[config.mk]
export PLATFORM = sky130hd
export DESIGN_NAME = panel_ctrl_top
export DESIGN_NICKNAME = d
export VERILOG_FILES = /design/src/verilog/panel_pkg.sv /design/src/verilog/panel_if.sv /design/src/verilog/cmd_dispatch.sv /design/src/verilog/display_settings.sv /design/src/verilog/panel_blanker.sv /design/src/verilog/panel_ctrl_top.sv /design/src/verilog/pixel_writer.sv
export SDC_FILE = /design/constraint.sdc
export NUM_CORES = 1
export LEC_CHECK = 0
export ABC_AREA = 1
export BUFFER_PORTS_ARGS = -buffer_cell sky130_fd_sc_hd__clkbuf_2
export CAP_MARGIN = 20
export CORE_MARGIN = 2
export CORE_UTILIZATION = 50
export CTS_CLUSTER_DIAMETER = 200
export DETAILED_ROUTE_END_ITERATION = 10
export PLACE_DENSITY = 0.69
export SKIP_CTS_REPAIR_TIMING = 1
export SYNTH_ARGS = -nofsm -noshare
export SYNTH_HDL_FRONTEND = slang
export SYNTH_SLANG_ARGS = --single-unit
[constraint.sdc]
create_clock -name clk_in -period 4.3 [get_ports clk_in]
set_clock_uncertainty 0.15 [all_clocks]
set_input_delay 0.215 -clock clk_in [delete_from_list [all_inputs] [get_ports clk_in]]
set_output_delay 0.215 -clock clk_in [all_outputs]
set_load 0.01 [all_outputs]
[src/verilog/panel_pkg.sv]
/*
 * panel_pkg: shared geometry, command codes and types for the
 * 64x32 RGB matrix command decoder
 */
package panel_pkg;

    // frame RAM geometry, two bytes per pixel
    localparam int ROW_BITS      = 5;
    localparam int COL_BITS      = 6;
    localparam int BYTE_SEL_BITS = 1;
    localparam int ADDR_BITS     = ROW_BITS + COL_BITS + BYTE_SEL_BITS;

    localparam int BRIGHTNESS_LEVELS = 6;
    localparam int RGB_CHANNELS      = 3;

    // colour channel enables
    localparam logic [7:0] CMD_RED_ON    = "R";
    localparam logic [7:0] CMD_RED_OFF   = "r";
    localparam logic [7:0] CMD_GREEN_ON  = "G";
    localparam logic [7:0] CMD_GREEN_OFF = "g";
    localparam logic [7:0] CMD_BLUE_ON   = "B";
    localparam logic [7:0] CMD_BLUE_OFF  = "b";

    // brightness digits, 1..6 count up from this one
    localparam logic [7:0] CMD_BRIGHT_CLEAR = "0";
    localparam logic [7:0] CMD_BRIGHT_SET   = "9";

    // multi-byte commands
    localparam logic [7:0] CMD_LOAD_BRIGHTNESS = "T";
    localparam logic [7:0] CMD_WRITE_PIXEL     = "P";
    localparam logic [7:0] CMD_BLANK           = "Z";

    typedef struct packed {
        logic [ROW_BITS-1:0]      row;
        logic [COL_BITS-1:0]      column;
        logic [BYTE_SEL_BITS-1:0] byte_sel;
    } ram_fields_t;

    // same word seen flat on the port or split into pixel fields
    typedef union packed {
        logic [ADDR_BITS-1:0] flat;
        ram_fields_t          fields;
    } ram_addr_t;

    typedef enum logic [1:0] {
        IDLE,
        LOAD_BRIGHTNESS,
        WRITE_PIXEL,
        BLANK
    } cmd_state_t;

endpackage

[src/verilog/panel_if.sv]
/*
 * links between the command dispatcher and the RAM writing engines:
 * command start, argument bytes and done, plus the write request
 */
interface cmd_engine_if ();
    logic       start;
    logic       arg_valid;
    logic [7:0] arg_byte;
    logic       done;

    modport dispatch (
        output start,
        output arg_valid,
        output arg_byte,
        input  done
    );

    modport engine (
        input  start,
        input  arg_valid,
        input  arg_byte,
        output done
    );
endinterface

interface ram_req_if import panel_pkg::*; ();
    ram_addr_t  addr;
    logic [7:0] data;
    logic       write;

    modport writer (
        output addr,
        output data,
        output write
    );

    modport port (
        input addr,
        input data,
        input write
    );
endinterface

[src/verilog/cmd_dispatch.sv]
/*
 * cmd_dispatch: registers incoming bytes, runs the command FSM and
 * hands arguments to the engines; owns the registered RAM write port
 */
module cmd_dispatch import panel_pkg::*; (
    input  logic                 clk_in,
    input  logic                 reset,
    input  logic [7:0]           data_rx,
    input  logic                 data_ready_n,
    output logic                 ready_for_data,
    output logic                 busy,
    output logic [ADDR_BITS-1:0] ram_address,
    output logic [7:0]           ram_data_out,
    output logic                 ram_write_enable,
    output logic                 settings_cmd,
    output logic                 brightness_arg,
    output logic [7:0]           settings_byte,
    cmd_engine_if.dispatch       pix_cmd,
    cmd_engine_if.dispatch       blank_cmd,
    ram_req_if.port              pix_ram,
    ram_req_if.port              blank_ram
);
    cmd_state_t state;
    cmd_state_t state_next;
    logic [7:0] byte_reg;
    logic       seen;
    logic       decode_now;
    ram_addr_t  req_addr;
    logic [7:0] req_data;
    logic       req_write;

    // byte capture
    always_ff @(posedge clk_in) begin
        if (reset) begin
            seen <= 1'b0;
        end else begin
            seen <= ~data_ready_n & ready_for_data;
        end
    end

    always_ff @(posedge clk_in) begin
        if (~data_ready_n & ready_for_data) begin
            byte_reg <= data_rx;
        end
    end

    // a byte arriving with the pixel done pulse is already a new command
    assign decode_now = seen &&
        (state == IDLE || (state == WRITE_PIXEL && pix_cmd.done));

    always_comb begin
        state_next      = state;
        settings_cmd    = 1'b0;
        pix_cmd.start   = 1'b0;
        blank_cmd.start = 1'b0;
        if (decode_now) begin
            case (byte_reg)
                CMD_LOAD_BRIGHTNESS: state_next = LOAD_BRIGHTNESS;
                CMD_WRITE_PIXEL: begin
                    state_next    = WRITE_PIXEL;
                    pix_cmd.start = 1'b1;
                end
                CMD_BLANK: begin
                    state_next      = BLANK;
                    blank_cmd.start = 1'b1;
                end
                default: begin
                    state_next   = IDLE;
                    settings_cmd = 1'b1;
                end
            endcase
        end else begin
            case (state)
                LOAD_BRIGHTNESS: if (seen) state_next = IDLE;
                WRITE_PIXEL:     if (pix_cmd.done) state_next = IDLE;
                BLANK:           if (blank_cmd.done) state_next = IDLE;
                default:         state_next = state;
            endcase
        end
    end

    always_ff @(posedge clk_in) begin
        if (reset) begin
            state <= IDLE;
        end else begin
            state <= state_next;
        end
    end

    assign settings_byte  = byte_reg;
    assign brightness_arg = seen && state == LOAD_BRIGHTNESS;

    assign pix_cmd.arg_valid   = seen && state == WRITE_PIXEL && !pix_cmd.done;
    assign pix_cmd.arg_byte    = byte_reg;
    assign blank_cmd.arg_valid = seen && state == BLANK;
    assign blank_cmd.arg_byte  = byte_reg;

    assign busy = state != IDLE;

    // Z holds off the next byte as soon as it is seen
    assign ready_for_data = state != BLANK && !(decode_now && byte_reg == CMD_BLANK);

    // only one writer is ever active, pick whichever requests
    always_ff @(posedge clk_in) begin
        if (reset) begin
            req_write <= 1'b0;
        end else begin
            req_write <= pix_ram.write | blank_ram.write;
        end
    end

    always_ff @(posedge clk_in) begin
        if (blank_ram.write) begin
            req_addr <= blank_ram.addr;
            req_data <= blank_ram.data;
        end else begin
            req_addr <= pix_ram.addr;
            req_data <= pix_ram.data;
        end
    end

    // output stage
    always_ff @(posedge clk_in) begin
        if (reset) begin
            ram_write_enable <= 1'b0;
        end else begin
            ram_write_enable <= req_write;
        end
    end

    always_ff @(posedge clk_in) begin
        ram_address  <= req_addr.flat;
        ram_data_out <= req_data;
    end

endmodule

[src/verilog/display_settings.sv]
/*
 * display_settings: colour enables and brightness mask, driven by the
 * single-byte commands and the T argument
 */
module display_settings import panel_pkg::*; (
    input  logic                         clk_in,
    input  logic                         reset,
    input  logic                         settings_cmd,
    input  logic                         brightness_arg,
    input  logic [7:0]                   settings_byte,
    output logic [RGB_CHANNELS-1:0]      rgb_enable,
    output logic [BRIGHTNESS_LEVELS-1:0] brightness_enable
);
    logic [RGB_CHANNELS-1:0]      rgb_next;
    logic [BRIGHTNESS_LEVELS-1:0] mask;
    logic [BRIGHTNESS_LEVELS-1:0] mask_next;

    always_comb begin
        rgb_next  = rgb_enable;
        mask_next = mask;
        if (brightness_arg) begin
            mask_next = settings_byte[BRIGHTNESS_LEVELS-1:0];
        end else if (settings_cmd) begin
            case (settings_byte)
                CMD_RED_ON:       rgb_next[0] = 1'b1;
                CMD_RED_OFF:      rgb_next[0] = 1'b0;
                CMD_GREEN_ON:     rgb_next[1] = 1'b1;
                CMD_GREEN_OFF:    rgb_next[1] = 1'b0;
                CMD_BLUE_ON:      rgb_next[2] = 1'b1;
                CMD_BLUE_OFF:     rgb_next[2] = 1'b0;
                CMD_BRIGHT_CLEAR: mask_next = '0;
                CMD_BRIGHT_SET:   mask_next = '1;
                default: begin
                    // digit n toggles bit n counted from the msb
                    for (int i = 1; i <= BRIGHTNESS_LEVELS; i++) begin
                        if (settings_byte == CMD_BRIGHT_CLEAR + 8'(i)) begin
                            mask_next[BRIGHTNESS_LEVELS-i] = ~mask[BRIGHTNESS_LEVELS-i];
                        end
                    end
                end
            endcase
        end
    end

    // brightness_enable trails the staged mask by one cycle
    always_ff @(posedge clk_in) begin
        if (reset) begin
            rgb_enable        <= '1;
            mask              <= '1;
            brightness_enable <= '1;
        end else begin
            rgb_enable        <= rgb_next;
            mask              <= mask_next;
            brightness_enable <= mask;
        end
    end

endmodule

[src/verilog/panel_blanker.sv]
/*
 * panel_blanker: writes zero to every frame RAM byte, one per cycle
 */
module panel_blanker import panel_pkg::*; (
    input  logic         clk_in,
    input  logic         reset,
    cmd_engine_if.engine cmd,
    ram_req_if.writer    ram
);
    logic                 active;
    logic [ADDR_BITS-1:0] sweep_addr;
    logic                 last_addr;

    assign last_addr = &sweep_addr;

    always_ff @(posedge clk_in) begin
        if (reset) begin
            active     <= 1'b0;
            sweep_addr <= '0;
        end else if (cmd.start) begin
            active     <= 1'b1;
            sweep_addr <= '0;
        end else if (active) begin
            sweep_addr <= sweep_addr + 1'b1;
            if (last_addr) begin
                active <= 1'b0;
            end
        end
    end

    // one request per active cycle
    assign ram.write     = active;
    assign ram.addr.flat = sweep_addr;
    assign ram.data      = 8'h00;
    assign cmd.done      = active && last_addr;

endmodule

[src/verilog/panel_ctrl_top.sv]
/*
 * panel_ctrl_top: byte command decoder for the LED matrix driver,
 * dispatcher plus settings block and the two frame RAM writers
 */
module panel_ctrl_top import panel_pkg::*; (
    input  logic                         clk_in,
    input  logic                         reset,
    input  logic [7:0]                   data_rx,
    input  logic                         data_ready_n,
    output logic [RGB_CHANNELS-1:0]      rgb_enable,
    output logic [BRIGHTNESS_LEVELS-1:0] brightness_enable,
    output logic [7:0]                   ram_data_out,
    output logic [ADDR_BITS-1:0]         ram_address,
    output logic                         ram_write_enable,
    output logic                         busy,
    output logic                         ready_for_data
);
    logic       settings_cmd;
    logic       brightness_arg;
    logic [7:0] settings_byte;

    cmd_engine_if pix_cmd ();
    cmd_engine_if blank_cmd ();
    ram_req_if    pix_ram ();
    ram_req_if    blank_ram ();

    cmd_dispatch dispatch0 (
        .clk_in           (clk_in),
        .reset            (reset),
        .data_rx          (data_rx),
        .data_ready_n     (data_ready_n),
        .ready_for_data   (ready_for_data),
        .busy             (busy),
        .ram_address      (ram_address),
        .ram_data_out     (ram_data_out),
        .ram_write_enable (ram_write_enable),
        .settings_cmd     (settings_cmd),
        .brightness_arg   (brightness_arg),
        .settings_byte    (settings_byte),
        .pix_cmd          (pix_cmd.dispatch),
        .blank_cmd        (blank_cmd.dispatch),
        .pix_ram          (pix_ram.port),
        .blank_ram        (blank_ram.port)
    );

    display_settings settings0 (
        .clk_in            (clk_in),
        .reset             (reset),
        .settings_cmd      (settings_cmd),
        .brightness_arg    (brightness_arg),
        .settings_byte     (settings_byte),
        .rgb_enable        (rgb_enable),
        .brightness_enable (brightness_enable)
    );

    pixel_writer pixel0 (
        .clk_in (clk_in),
        .reset  (reset),
        .cmd    (pix_cmd.engine),
        .ram    (pix_ram.writer)
    );

    panel_blanker blank0 (
        .clk_in (clk_in),
        .reset  (reset),
        .cmd    (blank_cmd.engine),
        .ram    (blank_ram.writer)
    );

endmodule

[src/verilog/pixel_writer.sv]
/*
 * pixel_writer: gathers the four P arguments and writes the two
 * colour bytes of one pixel, little-endian
 */
module pixel_writer import panel_pkg::*; (
    input  logic         clk_in,
    input  logic         reset,
    cmd_engine_if.engine cmd,
    ram_req_if.writer    ram
);
    logic [1:0]          arg_count;
    logic [ROW_BITS-1:0] row;
    logic [COL_BITS-1:0] column;

    // args: row, column, high colour, low colour
    always_ff @(posedge clk_in) begin
        if (reset) begin
            arg_count <= 2'd0;
            ram.write <= 1'b0;
            cmd.done  <= 1'b0;
        end else begin
            ram.write <= 1'b0;
            cmd.done  <= 1'b0;
            if (cmd.start) begin
                arg_count <= 2'd0;
            end else if (cmd.arg_valid) begin
                arg_count <= arg_count + 2'd1;
                ram.write <= arg_count[1];
                cmd.done  <= arg_count == 2'd3;
            end
        end
    end

    always_ff @(posedge clk_in) begin
        if (cmd.arg_valid) begin
            case (arg_count)
                2'd0: row    <= cmd.arg_byte[ROW_BITS-1:0];
                2'd1: column <= cmd.arg_byte[COL_BITS-1:0];
                default: begin
                    ram.addr.fields.row    <= row;
                    ram.addr.fields.column <= column;
                    // high byte lands at byte_sel 1
                    ram.addr.fields.byte_sel <= BYTE_SEL_BITS'(~arg_count[0]);
                    ram.data <= cmd.arg_byte;
                end
            endcase
        end
    end

endmodule
### Yosys cells after proc, flatten, opt, wreduce, memory -nomap -nowiden

Index checks and enable logic that the tools add are counted.

* $add $sub $neg: 2
* multiply operators: 0
* div/mod/pow operators: 0
* magnitude comparators: 0
* equality and inequality tests: 27
* shift-type cells: 0
* multiplexer cells: 28
* bitwise operators: 13
* reductions and logical operators: 45

Operators with widths (number)
* 8-bit by 7-bit == test with 1-bit output (second input constant): 9
* 8-bit by 6-bit == test with 1-bit output (second input constant): 8
* 4-bit nonzero test: 7
* 3-bit AND reduction: 9
* 6-bit case mux with 3 select lines: 1
* 1-bit two-way mux: 15
* 12-bit by 1-bit adder with 12-bit output (second input constant): 1
* 12-bit two-way mux: 1
* 6-bit two-way mux: 2
* 2-bit case mux with 3 select lines: 2
* 12-bit AND reduction: 1
* 1-bit inverter: 11
* 2-bit nonzero test: 5
* 3-bit by 1-bit inequality test with 1-bit output (second input constant): 3
* 1-bit logical AND: 8
* 2-bit two-way mux: 4
* 2-bit == test (second input constant): 3
* 1-bit case mux with 2 select lines: 3
* 2-bit AND reduction: 3
* 2-bit OR reduction: 3
* 3-bit OR reduction: 2
* 6-bit OR reduction: 1
* 2-bit by 1-bit == test with 1-bit output (second input constant): 2
* 2-bit zero test: 2
* other kinds (8): 9

* flip-flop bits (word level): 116
* latch bits: 0
* bits in writable memories: 0
* memory bits (read-only): 0
* output and inout port bits: 32
* memories kept: 0

### Longest topological paths before layout

* word-level depth: 8
* gate-level depth with buffers: 11
* gate-level depth less buffers: 10

### Cells and area by module

Synthesis repeated with hierarchy kept, for this count alone.

* cells, all modules: 507
* area total of the unflattened synthesis: 4533.1 µm²

By module, submodules not included
* cmd_dispatch: instances 1, cells an instance 197, area each 1798.0 µm²
* pixel_writer: instances 1, cells an instance 61, area each 1138.6 µm²
* display_settings: instances 1, cells an instance 143, area each 872.1 µm²
* panel_blanker: instances 1, cells an instance 106, area each 724.4 µm²

### Least setup slack after synthesis

OpenSTA, ideal clock, no wires.

* kind: register to register
* from: reg dispatch0.state[1]
* to: reg pixel0.ram.addr[0] (enable)
* setup time: 0.422 ns
* data arrival time: 2.073 ns
* path slack: 1.655 ns
* stages on the path, launching flop included: 5
* buffers on the path: 0
* path through: dfxtp_1 -> nand2_1 -> nor2_1 -> nand2_1 -> nor3_1

* cells in the longest elaborated chain, start to end: 4

RTL lines
* start: declaration: RTL line cmd_dispatch.sv:23 `cmd_state_t state;`
* start signal: assignment: RTL line cmd_dispatch.sv:86 `state <= state_next;`
* 2-bit == test: RTL line cmd_dispatch.sv:93 `assign pix_cmd.arg_valid = seen && state == WRITE_PIXEL && !pix_cmd.done;`
* 1-bit logical AND (2 in a row): RTL line cmd_dispatch.sv:93
* 2-bit AND reduction (no source line)
* end: declaration: RTL line panel_if.sv:32 `output addr,`

No other way between the ends.
A chain may end at the register's enable or synchronous reset.

### Final worst setup path

* from: reg dispatch0.byte_reg[5] (netlist: dispatch0.blank_cmd.arg_byte[5])
* to: out ready_for_data

* cells in the longest elaborated chain, start to end: 4

RTL lines
* start: declaration: RTL line cmd_dispatch.sv:25 `logic [7:0] byte_reg;`
* start signal: assignment: RTL line cmd_dispatch.sv:43 `byte_reg <= data_rx;`
* 8-bit by 7-bit == test with 1-bit output: RTL line cmd_dispatch.sv:101 `assign ready_for_data = state != BLANK && !(decode_now && byte_reg == CMD_BLANK);`
* 1-bit logical AND: RTL line cmd_dispatch.sv:101
* 1-bit zero test: RTL line cmd_dispatch.sv:101
* 1-bit logical AND: RTL line cmd_dispatch.sv:101
* end: declaration: RTL line panel_ctrl_top.sv:16 `output logic ready_for_data`

No other way between the ends.

==> qor.yml <==
run_status:
  status: "finished, final reports clean"
global_route:
  grt_pass1_vias: 2671
  grt_remaining_overflow: 0
  grt_usage_pct: 17.78
  grt_pass1_wl_mm: 11.91
  antenna_found_initial: 0
  grt_start_max_net_pins: 23
worst_setup_path:
  rr_startpoint: "dispatch0.blank_cmd.arg_byte[5]$_DFFE_PP_"
  r2r_slack_ps: 2150
  cp_top_family: "simple AND/OR/NAND/NOR gates"
  critical_path_peak_fanout: 7
  cp-end-kind: "output port"
  slowest_stage: "edfxtp_1"
  arrival_ps: 1960
  cp_data_required_time_ps: 3930
  path_cells: "inv_1, nand2_1, nor2_1, nand2_1, nor2_1, inv_1, nand2_1, inv_1, clkbuf_2"
  critPathLaunchType: "flip-flop"
  crit_buf_inv: 4
  rr_worst_depth: 9
  timing_worst_setup_path_type: "reg -> out"
  rr_endpoint: "dispatch0.seen$_SDFF_PP0_"
  max_stage_delay_ps: 500
power_and_ir_drop:
  p_seq_share_pct: 47.1
  p_clk_share_pct: 50.8
  powerDensity_nw_per_um2: 475.1
  p_total_mw: 2.437
  vdd_ir_drop_max_mv: 0.2892
  p_int_mw: 1.932
  p_sw_share_pct: 20.71
  combPwrFrac_pct: 2.1
  switching_power_mw: 0.5047
  p_leak_nw: 2.324
sta:
  setup_violations: 0
  min_period_over_period_pct: 54.09
  finalSetupTns_ps: 0
  relSlewSlack_pct: 55.23
  period_needed_ps: 2326
  fmax_mhz: 429.9
  worstMarginPinSlew_ps: 669.1
  drv_slew: 0
  grt_setup_unrepaired: "no"
  timing.final.hold_violations: 0
die:
  num_rows: 33
  die_area_sq_um: 9100
  coreArea_sq_um: 8175
  initial_core_util_pct: 51.09
  die_x_um: 95.40
  die-height_um: 95.40
  num_io_pins: 43
drt:
  drt_first_pass_iters: 4
  drc: 0
  num_vias: 2946
  ant_nets: 0
  viasPerCell: 4.744
  wirelength_mm: 7.328
  wl_per_cell_um: 11.80
  first_iter_violations: 82
clock_tree:
  clockBufferDepth: 2
  cts_buffers: 17
  cts_tree: "built"
  clock_sinks: 116
  cts-root-buf: "clkbuf_8"
  htreeDepth: 4
  clkSlewWorstSetupHoldPaths_ps: 60
  clock_latency_ps: 510
layout:
  areaGrowthSynthToFinish_pct: 22.80
  final_cell_mix: "nand2_1, dfxtp_1, inv_1, nand3_1, clkbuf_2"
  mostFrequentLayoutCell: "nand2_1"
  antenna_cells: 0
  layout-drive-gt1-share_pct: 18.22
  nFillCells: 686
  instances_no_fill: 621
  nets: 519
logic_synthesis:
  seq_area_frac_synth_pct: 64.95
  synthCells: 439
  syn_nets: 454
  yosys.area_share.adder_pct: 1.198
  syn_avg_cell_area_sq_um: 9.514
  ys_ff_latch: 116
  syn_area_sq_um: 4177
  synthSimpleGateAreaFrac_pct: 23.97
  synthMuxAreaShare_pct: 0
  synth_xor_area_share_pct: 0.4194
  synth_top_family_by_area: "simple AND/OR/NAND/NOR gates"
  synth-compound-area-share_pct: 2.876
  yosysWarnings: 0
  synth_cell_types: 29
min_path:
  hold_start: "dispatch0.req_addr[6]$_DFF_P_"
  whs_path_depth: 0
  min_to: "dispatch0.ram_address[6]$_DFF_P_"
  min_path_type: "reg -> reg"
place:
  io_buffer_count: 42
  dp_hpwl_mm: 5.005
  place_inst: 579
  globalplace.congestion: 0.9107
job:
  maxCapViolCount: 0
## layer usage
layer	part of all wire (%)	global-route usage, %
met5	0	0
met4	1.8	8.214
met3	4.8	7.115
met2	49	28.76
met1	44	20.79
## synthesized netlist by cell type, drive strengths merged
master	count	share of area [%]
clkbuf	3	0.27
and2	1	0.15
ha	4	1.2
a21oi	10	1.2
edfxtp	39	28
buf	5	0.84
dfxtp	77	37
inv	60	5.4
nor3b	4	0.84
o21ai	14	1.7
nor2	45	4.8
xor2	2	0.42
nand3	43	5.2
nand4	5	0.90
and2b	1	0.24
nand2	120	11
nor3	5	0.60
clkinv	1	0.090
## sequential cells by signal, summed over array words and instances (netlist names), 3 cells and up
signal,count
blank0.ram.addr,12
dispatch0.ram_address,12
dispatch0.req_addr,12
pixel0.ram.addr,12
dispatch0.blank_cmd.arg_byte,8
dispatch0.ram_data_out,8
dispatch0.req_data,8
pixel0.ram.data,8
pixel0.column,6
settings0.brightness_enable,6
settings0.mask,6
pixel0.row,5
settings0.rgb_enable,3
## logic make-up (layout without fill, tap and decap cells)
logic type,Yosys count,after routing
compound gates,24,24
simple gates,224,224
buf+inv,69,146
flops,116,116
xor+xnor,2,2
fa+ha+maj,4,4
## through the flow
stage	utilization, %	hold slack, ps	cell area [sq um]	setup slack (ps)
2_1_floorplan	-	134.1	4177	1655
3_3_place_gp	54.85	159.7	4484	2273
3_5_place_dp	54.85	163.2	4484	2178
4_1_cts	61.39	-291.8	5019	1965
5_1_grt	62.73	178.8	5129	1848
6_report	62.73	173.7	5129	1974
## worst max path at each step
stage / from / endpoint / slack [ps] / cells after the start
floorplan: dispatch0.state[1]$_SDFFE_PP0P_ / pixel0.ram.addr[0]$_DFFE_PP_ / 1650 / 4
CTS: dispatch0.blank_cmd.arg_byte[5]$_DFFE_PP_ / ready_for_data / 1960 / 9
finish: dispatch0.blank_cmd.arg_byte[5]$_DFFE_PP_ / ready_for_data / 1970 / 9
global route: dispatch0.blank_cmd.arg_byte[5]$_DFFE_PP_ / ready_for_data / 1850 / 9
global placement: dispatch0.blank_cmd.arg_byte[1]$_DFFE_PP_ / dispatch0.blank_cmd.arg_byte[5]$_DFFE_PP_ / 2270 / 7
detailed placement: dispatch0.blank_cmd.arg_byte[2]$_DFFE_PP_ / dispatch0.blank_cmd.arg_byte[5]$_DFFE_PP_ / 2180 / 8
## worst reg2reg max path, cell delays in order (launching register included)
cell and delay, ps:
edfxtp_1 500, inv_1 150, nand2_1 70, nor2_1 160
nand2_1 110, nor2_1 100, inv_1 80, nand2_1 110
nor3_1 50, dlygate4sd3_1 560
## final cells by class
cell class	instances	area, sq um	share of cell area [%]
inverters	61	229.0	4.465
repair buffers	54	327.8	6.392
clock buffers	21	480.5	9.368
flip-flops and latches	116	2713	52.89
multi-input cells	254	1194	23.27
clock inverters	10	53.80	1.049
well taps	105	131.4	2.562
## power groups by stage
stage	registers, mW	clock network, mW	logic (mW)
after floorplan	1.17	0	0.0319
after global placement	1.17	0	0.0429
after detailed placement	1.17	0	0.0433
after CTS	1.15	1.25	0.0436
after global routing	1.15	1.30	0.0587
final	1.15	1.24	0.0515
(Power assumes the default switching activity.)
